==> config.mk <==
export PLATFORM = sky130hd
export DESIGN_NAME = pat_core
export DESIGN_NICKNAME = d
export VERILOG_FILES = /design/src/hdl/pat_pkg.sv /design/src/hdl/alu.sv /design/src/hdl/reg_file.sv /design/src/hdl/fetch_stage.sv /design/src/hdl/decode_stage.sv /design/src/hdl/execute_stage.sv /design/src/hdl/pat_core.sv
export SDC_FILE = /design/constraint.sdc
export NUM_CORES = 1
export LEC_CHECK = 0
export BUFFER_PORTS_ARGS = -buffer_cell sky130_fd_sc_hd__buf_2
export CAP_MARGIN = 20
export CORE_AREA = 3 3 138 194
export CTS_CLUSTER_DIAMETER = 150
export DETAILED_ROUTE_END_ITERATION = 10
export DIE_AREA = 0 0 141 197
export PLACE_DENSITY_LB_ADDON = 0.25
export SETUP_SLACK_MARGIN = 0.02
export SYNTH_ARGS = -nofsm -noshare
export SYNTH_HDL_FRONTEND = slang
export SYNTH_SLANG_ARGS = --single-unit
export TNS_END_PERCENT = 10
==> constraint.sdc <==
create_clock -name clk -period 5.95 [get_ports clk]
set_input_delay 0.8925 -clock clk [delete_from_list [all_inputs] [get_ports clk]]
set_output_delay 0.8925 -clock clk [all_outputs]
set_load 0.01 [all_outputs]
==> src/hdl/pat_pkg.sv <==
package pat_pkg;

	// ========================================
	// widths and basic types
	// ========================================
	localparam int d_width = 8; // data path width
	localparam int reg_count = 8; // register file depth

	typedef logic [d_width-1:0] data_t;
	typedef logic [2:0] reg_adr_t; // one of reg_count registers

	// 17-bit instruction word, msb first
	typedef struct packed {
		reg_adr_t rn; // source and destination register
		logic [1:0] cond; // branch condition, only BF looks at it
		logic [3:0] op_i8; // primary opcode
		data_t imm8; // immediate, or i3/i0 opcode + imm3
	} instr_t;

	// ========================================
	// opcodes
	// ========================================
	// i8 space
	localparam logic [3:0] op_ori = 4'd0;
	localparam logic [3:0] op_orr = 4'd1;
	localparam logic [3:0] op_andi = 4'd2;
	localparam logic [3:0] op_andr = 4'd3;
	localparam logic [3:0] op_addi = 4'd4;
	localparam logic [3:0] op_addr = 4'd5;
	localparam logic [3:0] op_subi = 4'd6;
	localparam logic [3:0] op_subr = 4'd7;
	localparam logic [3:0] op_ldi = 4'd8;
	localparam logic [3:0] op_bf = 4'd13;
	localparam logic [3:0] op_prefix = 4'd15; // escape to the next space

	// i3 space, imm8[7:4]
	localparam logic [3:0] op_shlzi = 4'd0;
	localparam logic [3:0] op_shlzr = 4'd1;
	localparam logic [3:0] op_shloi = 4'd2;
	localparam logic [3:0] op_shlor = 4'd3;
	localparam logic [3:0] op_shrzi = 4'd4;
	localparam logic [3:0] op_shrzr = 4'd5;
	localparam logic [3:0] op_out = 4'd11;

	// i0 space, imm8[3:0]
	localparam logic [3:0] op_not = 4'd0;
	localparam logic [3:0] op_test = 4'd2;
	localparam logic [3:0] op_nop = 4'd15;

	// branch conditions
	localparam logic [1:0] cond_z = 2'd0; // zero
	localparam logic [1:0] cond_nz = 2'd1; // not zero
	localparam logic [1:0] cond_n = 2'd2; // negative
	localparam logic [1:0] cond_al = 2'd3; // always

	localparam instr_t instr_nop = '1; // all three prefixes, i0 code 15
	localparam int shadow_len = 2; // instructions dropped after a taken branch

	// nine functions, so the code needs four bits
	typedef enum logic [3:0] {
		alu_pass_b, alu_or, alu_and, alu_add, alu_sub,
		alu_not, alu_shl_zero, alu_shl_one, alu_shr_zero
	} alu_op_t;

endpackage

==> src/hdl/alu.sv <==
`timescale 1ns/1ps

module alu (
	input pat_pkg::alu_op_t i_op,
	input pat_pkg::data_t i_a, // reg[rn]
	input pat_pkg::data_t i_b, // immediate, reg[imm3] or shift amount
	output pat_pkg::data_t o_y
);
	import pat_pkg::*;

	logic [2:0] shift_n; // 1 to 4 places

	assign shift_n = {1'b0, i_b[1:0]} + 3'd1;

	// ========================================
	// function select
	// ========================================
	always_comb
	begin
		case (i_op)
			alu_pass_b: o_y = i_b; // ldi
			alu_or: o_y = i_a | i_b;
			alu_and: o_y = i_a & i_b;
			alu_add: o_y = i_a + i_b; // wraps mod 256
			alu_sub: o_y = i_a - i_b;
			alu_not: o_y = ~i_a;
			alu_shl_zero: o_y = i_a << shift_n;
			// shift the inverse in zeros, invert back, so the low bits come out as ones
			alu_shl_one: o_y = ~(~i_a << shift_n);
			alu_shr_zero: o_y = i_a >> shift_n;
			default: o_y = i_b; // spare codes
		endcase
	end

endmodule

==> src/hdl/reg_file.sv <==
`timescale 1ns/1ps

module reg_file (
	input logic clk,
	input pat_pkg::reg_adr_t i_rd_adr_a,
	input pat_pkg::reg_adr_t i_rd_adr_b,
	input logic i_write,
	input pat_pkg::reg_adr_t i_wr_adr,
	input pat_pkg::data_t i_wr_data,
	output pat_pkg::data_t o_rd_a,
	output pat_pkg::data_t o_rd_b
);
	import pat_pkg::*;

	data_t regs [reg_count];

	// async read where a write in flight to the same index wins
	assign o_rd_a = (i_write && (i_wr_adr == i_rd_adr_a)) ? i_wr_data : regs[i_rd_adr_a];
	assign o_rd_b = (i_write && (i_wr_adr == i_rd_adr_b)) ? i_wr_data : regs[i_rd_adr_b];

	always_ff @(posedge clk)
	begin
		if (i_write)
			regs[i_wr_adr] <= i_wr_data;
	end

endmodule

==> src/hdl/fetch_stage.sv <==
`timescale 1ns/1ps

module fetch_stage #(
	parameter int i_adr_width = 10
) (
	input logic clk,
	input logic reset,
	input pat_pkg::instr_t i_instr, // word at o_pc, same cycle
	input logic i_redirect, // taken branch in execute
	input logic [i_adr_width-1:0] i_target,
	output logic [i_adr_width-1:0] o_pc,
	output pat_pkg::instr_t o_instr,
	output logic [i_adr_width-1:0] o_instr_pc
);
	import pat_pkg::*;

	// program counter
	always_ff @(posedge clk)
	begin
		if (reset)
			o_pc <= '0;
		else if (i_redirect)
			o_pc <= i_target; // target shows on o_pc next cycle
		else
			o_pc <= o_pc + 1'b1;
	end

	// fetch register, every word moves on
	always_ff @(posedge clk)
	begin
		if (reset)
			o_instr <= instr_nop;
		else
			o_instr <= i_instr;
		o_instr_pc <= o_pc; // address the word came from
	end

endmodule

==> src/hdl/decode_stage.sv <==
`timescale 1ns/1ps

module decode_stage #(
	parameter int i_adr_width = 10
) (
	input logic clk,
	input logic reset,
	input pat_pkg::instr_t i_instr,
	input logic [i_adr_width-1:0] i_instr_pc,
	input pat_pkg::data_t i_rd_a, // reg[rn], already bypassed
	input pat_pkg::data_t i_rd_b, // reg[imm3]
	output pat_pkg::reg_adr_t o_rd_adr_a,
	output pat_pkg::reg_adr_t o_rd_adr_b,
	output pat_pkg::alu_op_t o_alu_op,
	output pat_pkg::data_t o_opnd_a,
	output pat_pkg::data_t o_opnd_b,
	output pat_pkg::reg_adr_t o_dest,
	output logic o_write,
	output logic o_test,
	output logic o_out,
	output logic o_branch,
	output logic [1:0] o_cond,
	output logic [i_adr_width-1:0] o_target
);
	import pat_pkg::*;

	logic [3:0] op_i3; // meaningful under the i8 prefix only
	logic [3:0] op_i0; // needs the i3 prefix as well
	logic [2:0] imm3; // second register or shift amount
	logic is_i8;
	logic is_i3;
	logic is_i0;
	alu_op_t alu_op_d;
	data_t opnd_b_d;
	logic write_d;
	logic test_d;
	logic out_d;
	logic branch_d;
	logic [i_adr_width-1:0] target_d;

	// ========================================
	// field split and prefix chain
	// ========================================
	assign op_i3 = i_instr.imm8[7:4];
	assign op_i0 = i_instr.imm8[3:0];
	assign imm3 = i_instr.imm8[2:0];

	assign is_i8 = (i_instr.op_i8 != op_prefix);
	assign is_i3 = !is_i8 && (op_i3 != op_prefix);
	assign is_i0 = !is_i8 && (op_i3 == op_prefix);

	assign o_rd_adr_a = i_instr.rn;
	assign o_rd_adr_b = imm3;

	// branch target relative to the BF word itself
	assign target_d = i_instr_pc +
		{{(i_adr_width-d_width){i_instr.imm8[d_width-1]}}, i_instr.imm8};

	// ========================================
	// classify and pick operand b
	// ========================================
	always_comb
	begin
		alu_op_d = alu_pass_b;
		opnd_b_d = i_instr.imm8; // imm8 unless a form below says otherwise
		write_d = 1'b0;
		test_d = 1'b0;
		out_d = 1'b0;
		branch_d = 1'b0;
		if (is_i8)
		begin
			case (i_instr.op_i8)
				op_ori, op_orr: alu_op_d = alu_or;
				op_andi, op_andr: alu_op_d = alu_and;
				op_addi, op_addr: alu_op_d = alu_add;
				op_subi, op_subr: alu_op_d = alu_sub;
				op_ldi: alu_op_d = alu_pass_b; // b = imm8
				op_bf: branch_d = 1'b1;
				default: alu_op_d = alu_pass_b; // unused codes run as nop
			endcase
			write_d = (i_instr.op_i8 <= op_ldi); // alu group and ldi write rn
			if (i_instr.op_i8[0] && (i_instr.op_i8 < op_ldi))
				opnd_b_d = i_rd_b; // odd alu codes are register forms
		end
		else if (is_i3)
		begin
			case (op_i3)
				op_shlzi, op_shlzr: alu_op_d = alu_shl_zero;
				op_shloi, op_shlor: alu_op_d = alu_shl_one;
				op_shrzi, op_shrzr: alu_op_d = alu_shr_zero;
				op_out: out_d = 1'b1; // value is reg[rn]
				default: alu_op_d = alu_pass_b;
			endcase
			write_d = (op_i3 <= op_shrzr); // shifts only
			if (op_i3[0])
				opnd_b_d = {{(d_width-2){1'b0}}, i_rd_b[1:0]}; // amount from a register
			else
				opnd_b_d = {{(d_width-3){1'b0}}, imm3};
		end
		else if (is_i0)
		begin
			case (op_i0)
				op_not: alu_op_d = alu_not;
				op_test: test_d = 1'b1;
				default: alu_op_d = alu_pass_b; // op_nop and spare codes
			endcase
			write_d = (op_i0 == op_not);
		end
	end

	// decode register, control cleared to a nop on reset
	always_ff @(posedge clk)
	begin
		if (reset)
		begin
			o_write <= 1'b0;
			o_test <= 1'b0;
			o_out <= 1'b0;
			o_branch <= 1'b0;
		end
		else
		begin
			o_write <= write_d;
			o_test <= test_d;
			o_out <= out_d;
			o_branch <= branch_d;
		end
		o_alu_op <= alu_op_d;
		o_opnd_a <= i_rd_a;
		o_opnd_b <= opnd_b_d;
		o_dest <= i_instr.rn;
		o_cond <= i_instr.cond;
		o_target <= target_d;
	end

endmodule

==> src/hdl/execute_stage.sv <==
`timescale 1ns/1ps

module execute_stage #(
	parameter int i_adr_width = 10
) (
	input logic clk,
	input logic reset,
	input pat_pkg::alu_op_t i_alu_op,
	input pat_pkg::data_t i_opnd_a,
	input pat_pkg::data_t i_opnd_b,
	input pat_pkg::reg_adr_t i_dest,
	input logic i_write,
	input logic i_test,
	input logic i_out,
	input logic i_branch,
	input logic [1:0] i_cond,
	input logic [i_adr_width-1:0] i_target,
	output logic o_wr,
	output pat_pkg::reg_adr_t o_wr_adr,
	output pat_pkg::data_t o_wr_data,
	output logic o_redirect, // loads the pc this cycle
	output logic [i_adr_width-1:0] o_target_q,
	output pat_pkg::data_t o_out,
	output logic o_out_strobe,
	output logic o_jump
);
	import pat_pkg::*;

	localparam int shadow_w = $clog2(shadow_len + 1);

	data_t alu_y;
	logic z_flag;
	logic n_flag;
	logic [shadow_w-1:0] shadow_cnt; // words still to drop
	logic commit_ok;
	logic cond_true;
	logic take_branch;

	alu u_alu (
		.i_op(i_alu_op),
		.i_a(i_opnd_a),
		.i_b(i_opnd_b),
		.o_y(alu_y)
	);

	// ========================================
	// condition and commit
	// ========================================
	always_comb
	begin
		case (i_cond)
			cond_z: cond_true = z_flag;
			cond_nz: cond_true = !z_flag; // not zero looks at z
			cond_n: cond_true = n_flag;
			default: cond_true = 1'b1; // cond_al
		endcase
	end

	assign commit_ok = (shadow_cnt == '0); // shadow words never commit
	assign take_branch = commit_ok && i_branch && cond_true;

	assign o_wr = commit_ok && i_write;
	assign o_wr_adr = i_dest;
	assign o_wr_data = alu_y; // also feeds the read bypass
	assign o_redirect = take_branch;
	assign o_target_q = i_target;

	// flags, shadow counter and output port
	always_ff @(posedge clk)
	begin
		if (reset)
		begin
			z_flag <= 1'b0;
			n_flag <= 1'b0;
			shadow_cnt <= '0;
			o_jump <= 1'b0;
			o_out_strobe <= 1'b0;
			o_out <= '0;
		end
		else
		begin
			o_jump <= take_branch; // pc already holds the target then
			o_out_strobe <= commit_ok && i_out;
			if (commit_ok && i_out)
				o_out <= i_opnd_a; // port 0 holds until the next OUT
			if (commit_ok && i_test)
			begin
				z_flag <= (i_opnd_a == '0);
				n_flag <= i_opnd_a[d_width-1];
			end
			if (take_branch)
				shadow_cnt <= shadow_w'(shadow_len);
			else if (shadow_cnt != '0)
				shadow_cnt <= shadow_cnt - 1'b1;
		end
	end

endmodule

==> src/hdl/pat_core.sv <==
`timescale 1ns/1ps

module pat_core #(
	parameter int i_adr_width = 10 // pc width
) (
	input logic clk,
	input logic reset,
	input pat_pkg::instr_t i_instr, // word at o_pc
	output logic [i_adr_width-1:0] o_pc,
	output logic o_jump,
	output pat_pkg::data_t o_out,
	output logic o_out_strobe
);
	import pat_pkg::*;

	// fetch to decode
	instr_t fet_instr;
	logic [i_adr_width-1:0] fet_pc;

	// decode and register file
	reg_adr_t rd_adr_a;
	reg_adr_t rd_adr_b;
	data_t rd_a;
	data_t rd_b;

	// decode to execute
	alu_op_t dec_alu_op;
	data_t dec_opnd_a;
	data_t dec_opnd_b;
	reg_adr_t dec_dest;
	logic dec_write;
	logic dec_test;
	logic dec_out;
	logic dec_branch;
	logic [1:0] dec_cond;
	logic [i_adr_width-1:0] dec_target;

	// execute back to fetch and the register file
	logic ex_wr;
	reg_adr_t ex_wr_adr;
	data_t ex_wr_data;
	logic ex_redirect;
	logic [i_adr_width-1:0] ex_target;

	// ========================================
	// pipeline
	// ========================================
	fetch_stage #(
		.i_adr_width(i_adr_width)
	) u_fetch (
		.clk(clk),
		.reset(reset),
		.i_instr(i_instr),
		.i_redirect(ex_redirect),
		.i_target(ex_target),
		.o_pc(o_pc),
		.o_instr(fet_instr),
		.o_instr_pc(fet_pc)
	);

	decode_stage #(
		.i_adr_width(i_adr_width)
	) u_decode (
		.clk(clk),
		.reset(reset),
		.i_instr(fet_instr),
		.i_instr_pc(fet_pc),
		.i_rd_a(rd_a),
		.i_rd_b(rd_b),
		.o_rd_adr_a(rd_adr_a),
		.o_rd_adr_b(rd_adr_b),
		.o_alu_op(dec_alu_op),
		.o_opnd_a(dec_opnd_a),
		.o_opnd_b(dec_opnd_b),
		.o_dest(dec_dest),
		.o_write(dec_write),
		.o_test(dec_test),
		.o_out(dec_out),
		.o_branch(dec_branch),
		.o_cond(dec_cond),
		.o_target(dec_target)
	);

	reg_file u_regs (
		.clk(clk),
		.i_rd_adr_a(rd_adr_a),
		.i_rd_adr_b(rd_adr_b),
		.i_write(ex_wr),
		.i_wr_adr(ex_wr_adr),
		.i_wr_data(ex_wr_data),
		.o_rd_a(rd_a),
		.o_rd_b(rd_b)
	);

	execute_stage #(
		.i_adr_width(i_adr_width)
	) u_execute (
		.clk(clk),
		.reset(reset),
		.i_alu_op(dec_alu_op),
		.i_opnd_a(dec_opnd_a),
		.i_opnd_b(dec_opnd_b),
		.i_dest(dec_dest),
		.i_write(dec_write),
		.i_test(dec_test),
		.i_out(dec_out),
		.i_branch(dec_branch),
		.i_cond(dec_cond),
		.i_target(dec_target),
		.o_wr(ex_wr),
		.o_wr_adr(ex_wr_adr),
		.o_wr_data(ex_wr_data),
		.o_redirect(ex_redirect),
		.o_target_q(ex_target),
		.o_out(o_out),
		.o_out_strobe(o_out_strobe),
		.o_jump(o_jump)
	);

endmodule

After elaboration in Yosys (flattened, before gate mapping). Memories as Yosys holds them, arrays and structs flattened. A register that Yosys moved wholly into a read port is not among the register bits. Cells that the tools add are included.

Register bits: 82. Bits in writable memories: 64. Input bits: 19. Output and inout port bits: 20. Logic and storage cells: 126. Memories kept: 1.

Memories: u_regs.regs (words 8, width 8, rd ports 2, clocked after memory_dff 2, write ports 1, RTL line reg_file.sv:15) `data_t regs [reg_count];`.

$add $sub $neg: 6. $lt $le $gt $ge: 3. Equality and inequality tests: 29. Shift operators: 3. Mux-type cells: 25. Bitwise operators: 7. Reduce and logical (&&, ||, !) cells: 30.

Operator list (count): 8-bit case mux with 8 select lines (1); 4-bit by 3-bit == test with 1-bit output (second input constant) (10); 8-bit two-way mux (4); 4-bit by 2-bit == test with 1-bit output (second input constant) (7); 2-bit OR reduction (9); 4-bit == test (second input constant) (4); 8-bit NOT (2); 8-bit by 3-bit << shifter with 8-bit output (2); 4-bit by 1-bit == test with 1-bit output (second input constant) (3); 4-bit zero test (3); 4-bit two-way mux (3); 3-bit case mux with 4 select lines (1); 4-bit case mux with 3 select lines (1); 10-bit by 1-bit adder with 10-bit output (second input constant) (1); 10-bit adder (1); 10-bit two-way mux (1); 1-bit logical AND (9); 3-bit two-way mux (3); 8-bit adder (1); 8-bit AND (1); 8-bit zero test (1); 1-bit two-way mux (8); 4-bit != test (second input constant) (2); 8-bit OR (1); other kinds (18) (24).

Logic depth before layout (Yosys ltp).
Depth in word-level cells: 8. Mapped depth: 17. Depth with buffers taken out: 14.

By module. From an unflattened synthesis, not the netlist that was laid out.

Cells, all modules: 696. Area total of the unflattened synthesis: 8236.6 um^2.

Modules (own cells, without submodules): reg_file (instances 1, cells each 161, area an instance 3308.2 um^2); alu (instances 1, cells each 225, area an instance 1609.0 um^2); decode_stage (instances 1, cells each 140, area an instance 1515.2 um^2); fetch_stage (instances 1, cells each 103, area an instance 1149.9 um^2); execute_stage (instances 1, cells each 67, area an instance 654.4 um^2).

Worst setup path before layout. Ideal clock, no wire load.

Path type: register -> register. From: reg u_decode.o_opnd_b[0]. To: reg u_decode.o_opnd_b[3]. Library setup time: 115 ps. Data arrival time: 4058 ps. Setup slack: 1778 ps. Cell stages (with the launch flop): 16. Path buffers: 3. Path through: dfxtp_1 -> clkinv_1 -> ha_1 -> clkbuf_1 -> clkbuf_1 -> clkbuf_1 -> mux2i_1 -> ha_1 -> nand2b_1 -> a21oi_1 -> xnor2_1 -> o32ai_1 -> or4_1 -> or4_1 -> o21a_1 -> o21a_1.

Word-level cells in the longest chain between the ends: 7.

RTL lines: from (decl) (RTL line decode_stage.sv:16) `output pat_pkg::data_t o_opnd_b,`; from (signal assigned) (RTL line decode_stage.sv:130) `o_opnd_b <= opnd_b_d;`; 2-bit by 1-bit adder with 3-bit output (RTL line alu.sv:13) `assign shift_n = {1'b0, i_b[1:0]} + 3'd1;`; 8-bit by 3-bit << shifter with 8-bit output (RTL line alu.sv:29) `alu_shl_one: o_y = ~(~i_a << shift_n);`; 8-bit NOT (RTL line alu.sv:29); 8-bit case mux with 8 select lines (*) (RTL line alu.sv:20) `case (i_op)`; named net ex_wr_data[3] (RTL line pat_core.sv:41) `data_t ex_wr_data;`; 8-bit two-way mux (*) (RTL line reg_file.sv:19) `assign o_rd_b = (i_write && (i_wr_adr == i_rd_adr_b)) ? i_wr_data : regs[i_rd_adr_b];`; 8-bit two-way mux (*) (RTL line decode_stage.sv:82) `if (i_instr.op_i8[0] && (i_instr.op_i8 < op_ldi))`; 8-bit two-way mux (*) (RTL line decode_stage.sv:70) `if (is_i8)`; named net u_decode.opnd_b_d[3] (RTL line decode_stage.sv:34) `data_t opnd_b_d;`.

Mark *: on every way through the listed nets, which the timed path passes. The rest lies on a longest branch. A chain may end at the register's enable or synchronous reset.

==> results_dict.tcl <==
set metrics [dict create \
    n_antenna_cell 0 \
    yosys.cell_types.count 69 \
    p_leak_nw 3.236 \
    synth.top_cells.by_count "dfxtp_1, nor2_1, edfxtp_1, o21ai_0" \
    yosys.area.top_type "edfxtp_1" \
    place_hpwl_mm 14.76 \
    multiInputGateArea_mm2 0.003674 \
    cap_violations 0 \
    power_density_mw_per_mm2 324.2 \
    syn-cell-area_mm2 0.007507 \
    startpoint_type "flop" \
    die_h_um 197 \
    async_reset_ff_frac 0 \
    clk_pin_slew_ns 0.06 \
    synth.avg_cell_area_um2 10.80 \
    gp_congestion 0.8707 \
    clkSinkCount 146 \
    cts_tree "done" \
    detail-route-antenna-nets 0 \
    grt_antenna_before_repair 0 \
    htree_levels 4 \
    r2r_setup_slack_ns 1.21 \
    syn-num-nets 738 \
    worstSetupPathType "flop to flop" \
    critical_path.max_fanout 17 \
    die_w_um 141 \
    grt_pass1_wl_mm 31.88 \
    synth_top_flop_cell "dfxtp_1" \
    wl_mm 20.27 \
    ys_seq_area_frac 0.4747 \
    yosysMostFrequentCell "dfxtp_1" \
    total_power_mw 2.804 \
    synth_enable_flop_cells 64 \
    cp.required_ns 6.09 \
    first_pass_iters 5 \
    cts-root-buf "clkbuf_16" \
    portBuffers 38 \
    worst_ep_arrival_time_ns 4.88 \
    clk_latency_ns 0.43 \
    worst_slew_pin_slew_ns 1.105 \
    period_share 0.7970 \
    yosys.area_share.simple 0.1468 \
    tns_ns 0 \
    grt_overflow 0 \
    hold_path.class "flop to flop" \
    fin_ws_ns 1.208 \
    cts_buffers 17 \
    endpoint_kind "flop" \
    setup_violations 0 \
    drive_gt1_frac 0.1913 \
    period_needed_ns 4.742 \
    stdcell_count 1051 \
    fillers 2532 \
    rsz0062_at_grt "false" \
    pin_count 39 \
    synthTopCellsByArea "edfxtp_1, dfxtp_1, mux4_2" \
    synth_top_area_share 0.2560 \
    coreArea_mm2 0.02530 \
    synth_seq_cells 146 \
    grt_max_degree 46 \
    pre_cts_ws_ns 1.209 \
    wl_per_cell_um 19.28 \
    drv_slew 0 \
    clock_skew_ns 0.01077 \
    route.vias.total 5572 \
    synth_cells 695 \
    vdd_ir_drop_max_uv 220.0 \
    postCtsSetupBuffers 0 \
    max_freq_mhz 210.9 \
    fin_nets 762 \
    drc 0 \
    synth_xor_xnor_area_share 0.03733 \
    rows 69 \
    status "finished, final reports clean" \
    grt_pass1_vias 5680 \
    grt.total_usage 0.1496 \
    synth_top_family_by_area "simple AND/OR/NAND/NOR gates" \
    place_inst 1019 \
    via_per_inst 5.302 \
    regArea_mm2 0.003563 \
    whs_ns 0.3263 \
    start_util 0.2968 \
    die_area_mm2 0.02778 \
    maxSlewHeadroom 0.2608 \
    ctsResizeCount 0 \
    synthMuxAreaShare 0.1172 \
    synth_fa_ha_area_frac 0.04200 \
    synth-compound-area-share 0.1447 \
    yosysWarnings 0 \
    drtIter0Drc 534 \
    cts_buffer_depth 2 \
    syn_to_final_growth_pct 15.18 \
    cts_hold_buf 0 \
    hold_violations 0 \
]
-- per-stage QoR --
step | instance area [um2] | util
after floorplan | 7507 | -
after global placement | 7999 | 0.3162
after detailed placement | 7999 | 0.3162
after CTS | 8647 | 0.3418
after global routing | 8647 | 0.3418
final | 8647 | 0.3418
-- power breakdown --
group,switching [mW],leakage [nW],internal (mW)
combinational,0.275,1.67,0.191
clock,0.429,0.320,0.733
sequential,0.0562,1.25,1.12
-- cells in the final DEF (no fill, tap or decap), types with 22 or more instances in the layout --
cell type | netlist | final
mux4_2 | 27 | 27
o21ai_0 | 32 | 32
nor2_1 | 70 | 70
xnor2_1 | 23 | 23
ha_1 | 22 | 22
inv_1 | 22 | 22
a21oi_1 | 31 | 31
a211oi_1 | 27 | 27
dfxtp_1 | 82 | 82
nand2_1 | 31 | 31
edfxtp_1 | 64 | 64
buf_2 | 5 | 38
-- cell type report --
| type | instances | area share |
|---|---|---|
| clock buffers | 18 | 0.05209 |
| clock inverters | 14 | 0.02286 |
| inverters | 26 | 0.01129 |
| multi-input cells | 480 | 0.4248 |
| flip-flops and latches | 146 | 0.4121 |
| well taps | 319 | 0.04616 |
| repair buffers | 48 | 0.03068 |
-- worst paths after layout --
| path | startpoint | end | depth (start not counted) |
|---|---|---|---|
| min | u_fetch.o_instr[16] | u_decode.o_dest[2] | 0 |
| min reg2reg | u_fetch.o_instr[16] | u_decode.o_dest[2] | 0 |
| max reg2reg | u_decode.o_dest[0] | u_regs.regs[4][4] | 15 |
| max | u_decode.o_dest[0] | u_regs.regs[4][4] | 15 |
-- sequential cells by signal, summed over array words and instances (netlist names) --
signal,cells
u_fetch.o_instr,17
u_decode.o_out,1
u_fetch.o_instr_pc,10
u_decode.o_alu_op,4
u_decode.o_dest,3
u_execute.n_flag,1
u_decode.o_branch,1
u_decode.o_cond,2
u_decode.o_write,1
u_decode.o_target,10
u_execute.o_out,8
u_execute.o_out_strobe,1
u_decode.o_test,1
u_regs.regs,64
u_execute.z_flag,1
u_execute.shadow_cnt,2
u_decode.o_opnd_b,8
u_fetch.o_pc,10
u_execute.o_jump,1
-- routing by layer --
layer  part of all wire  global-route usage
met5                  0                   0
met4              0.035             0.07612
met3              0.031             0.02476
met2               0.53              0.2745
met1               0.40              0.1651
-- cells by family after synthesis --
kind of cell	Yosys count
and+or+nand+nor	212
AOI/OAI and AO/OA	159
DFF	146
buffers and inverters	69
muxes	53
xor gates and xnor gates	32
adders and majority gates	24
-- worst max-delay path: stages, from the launching register on --
cell and delay, ns:
dfxtp_1 0.91, buf_4 0.33, mux2_2 0.35, o2bb2ai_1 0.13
nor3_2 0.13, buf_4 0.22, ha_1 0.18, inv_1 0.05
fa_1 0.41, a211oi_1 0.35, nor2_1 0.12, o311ai_0 0.45
a221oi_1 0.10, nand4_1 0.14, a21oi_1 0.07, nor2_1 0.49
No activity file was read; power rests on OpenSTA's default activity.
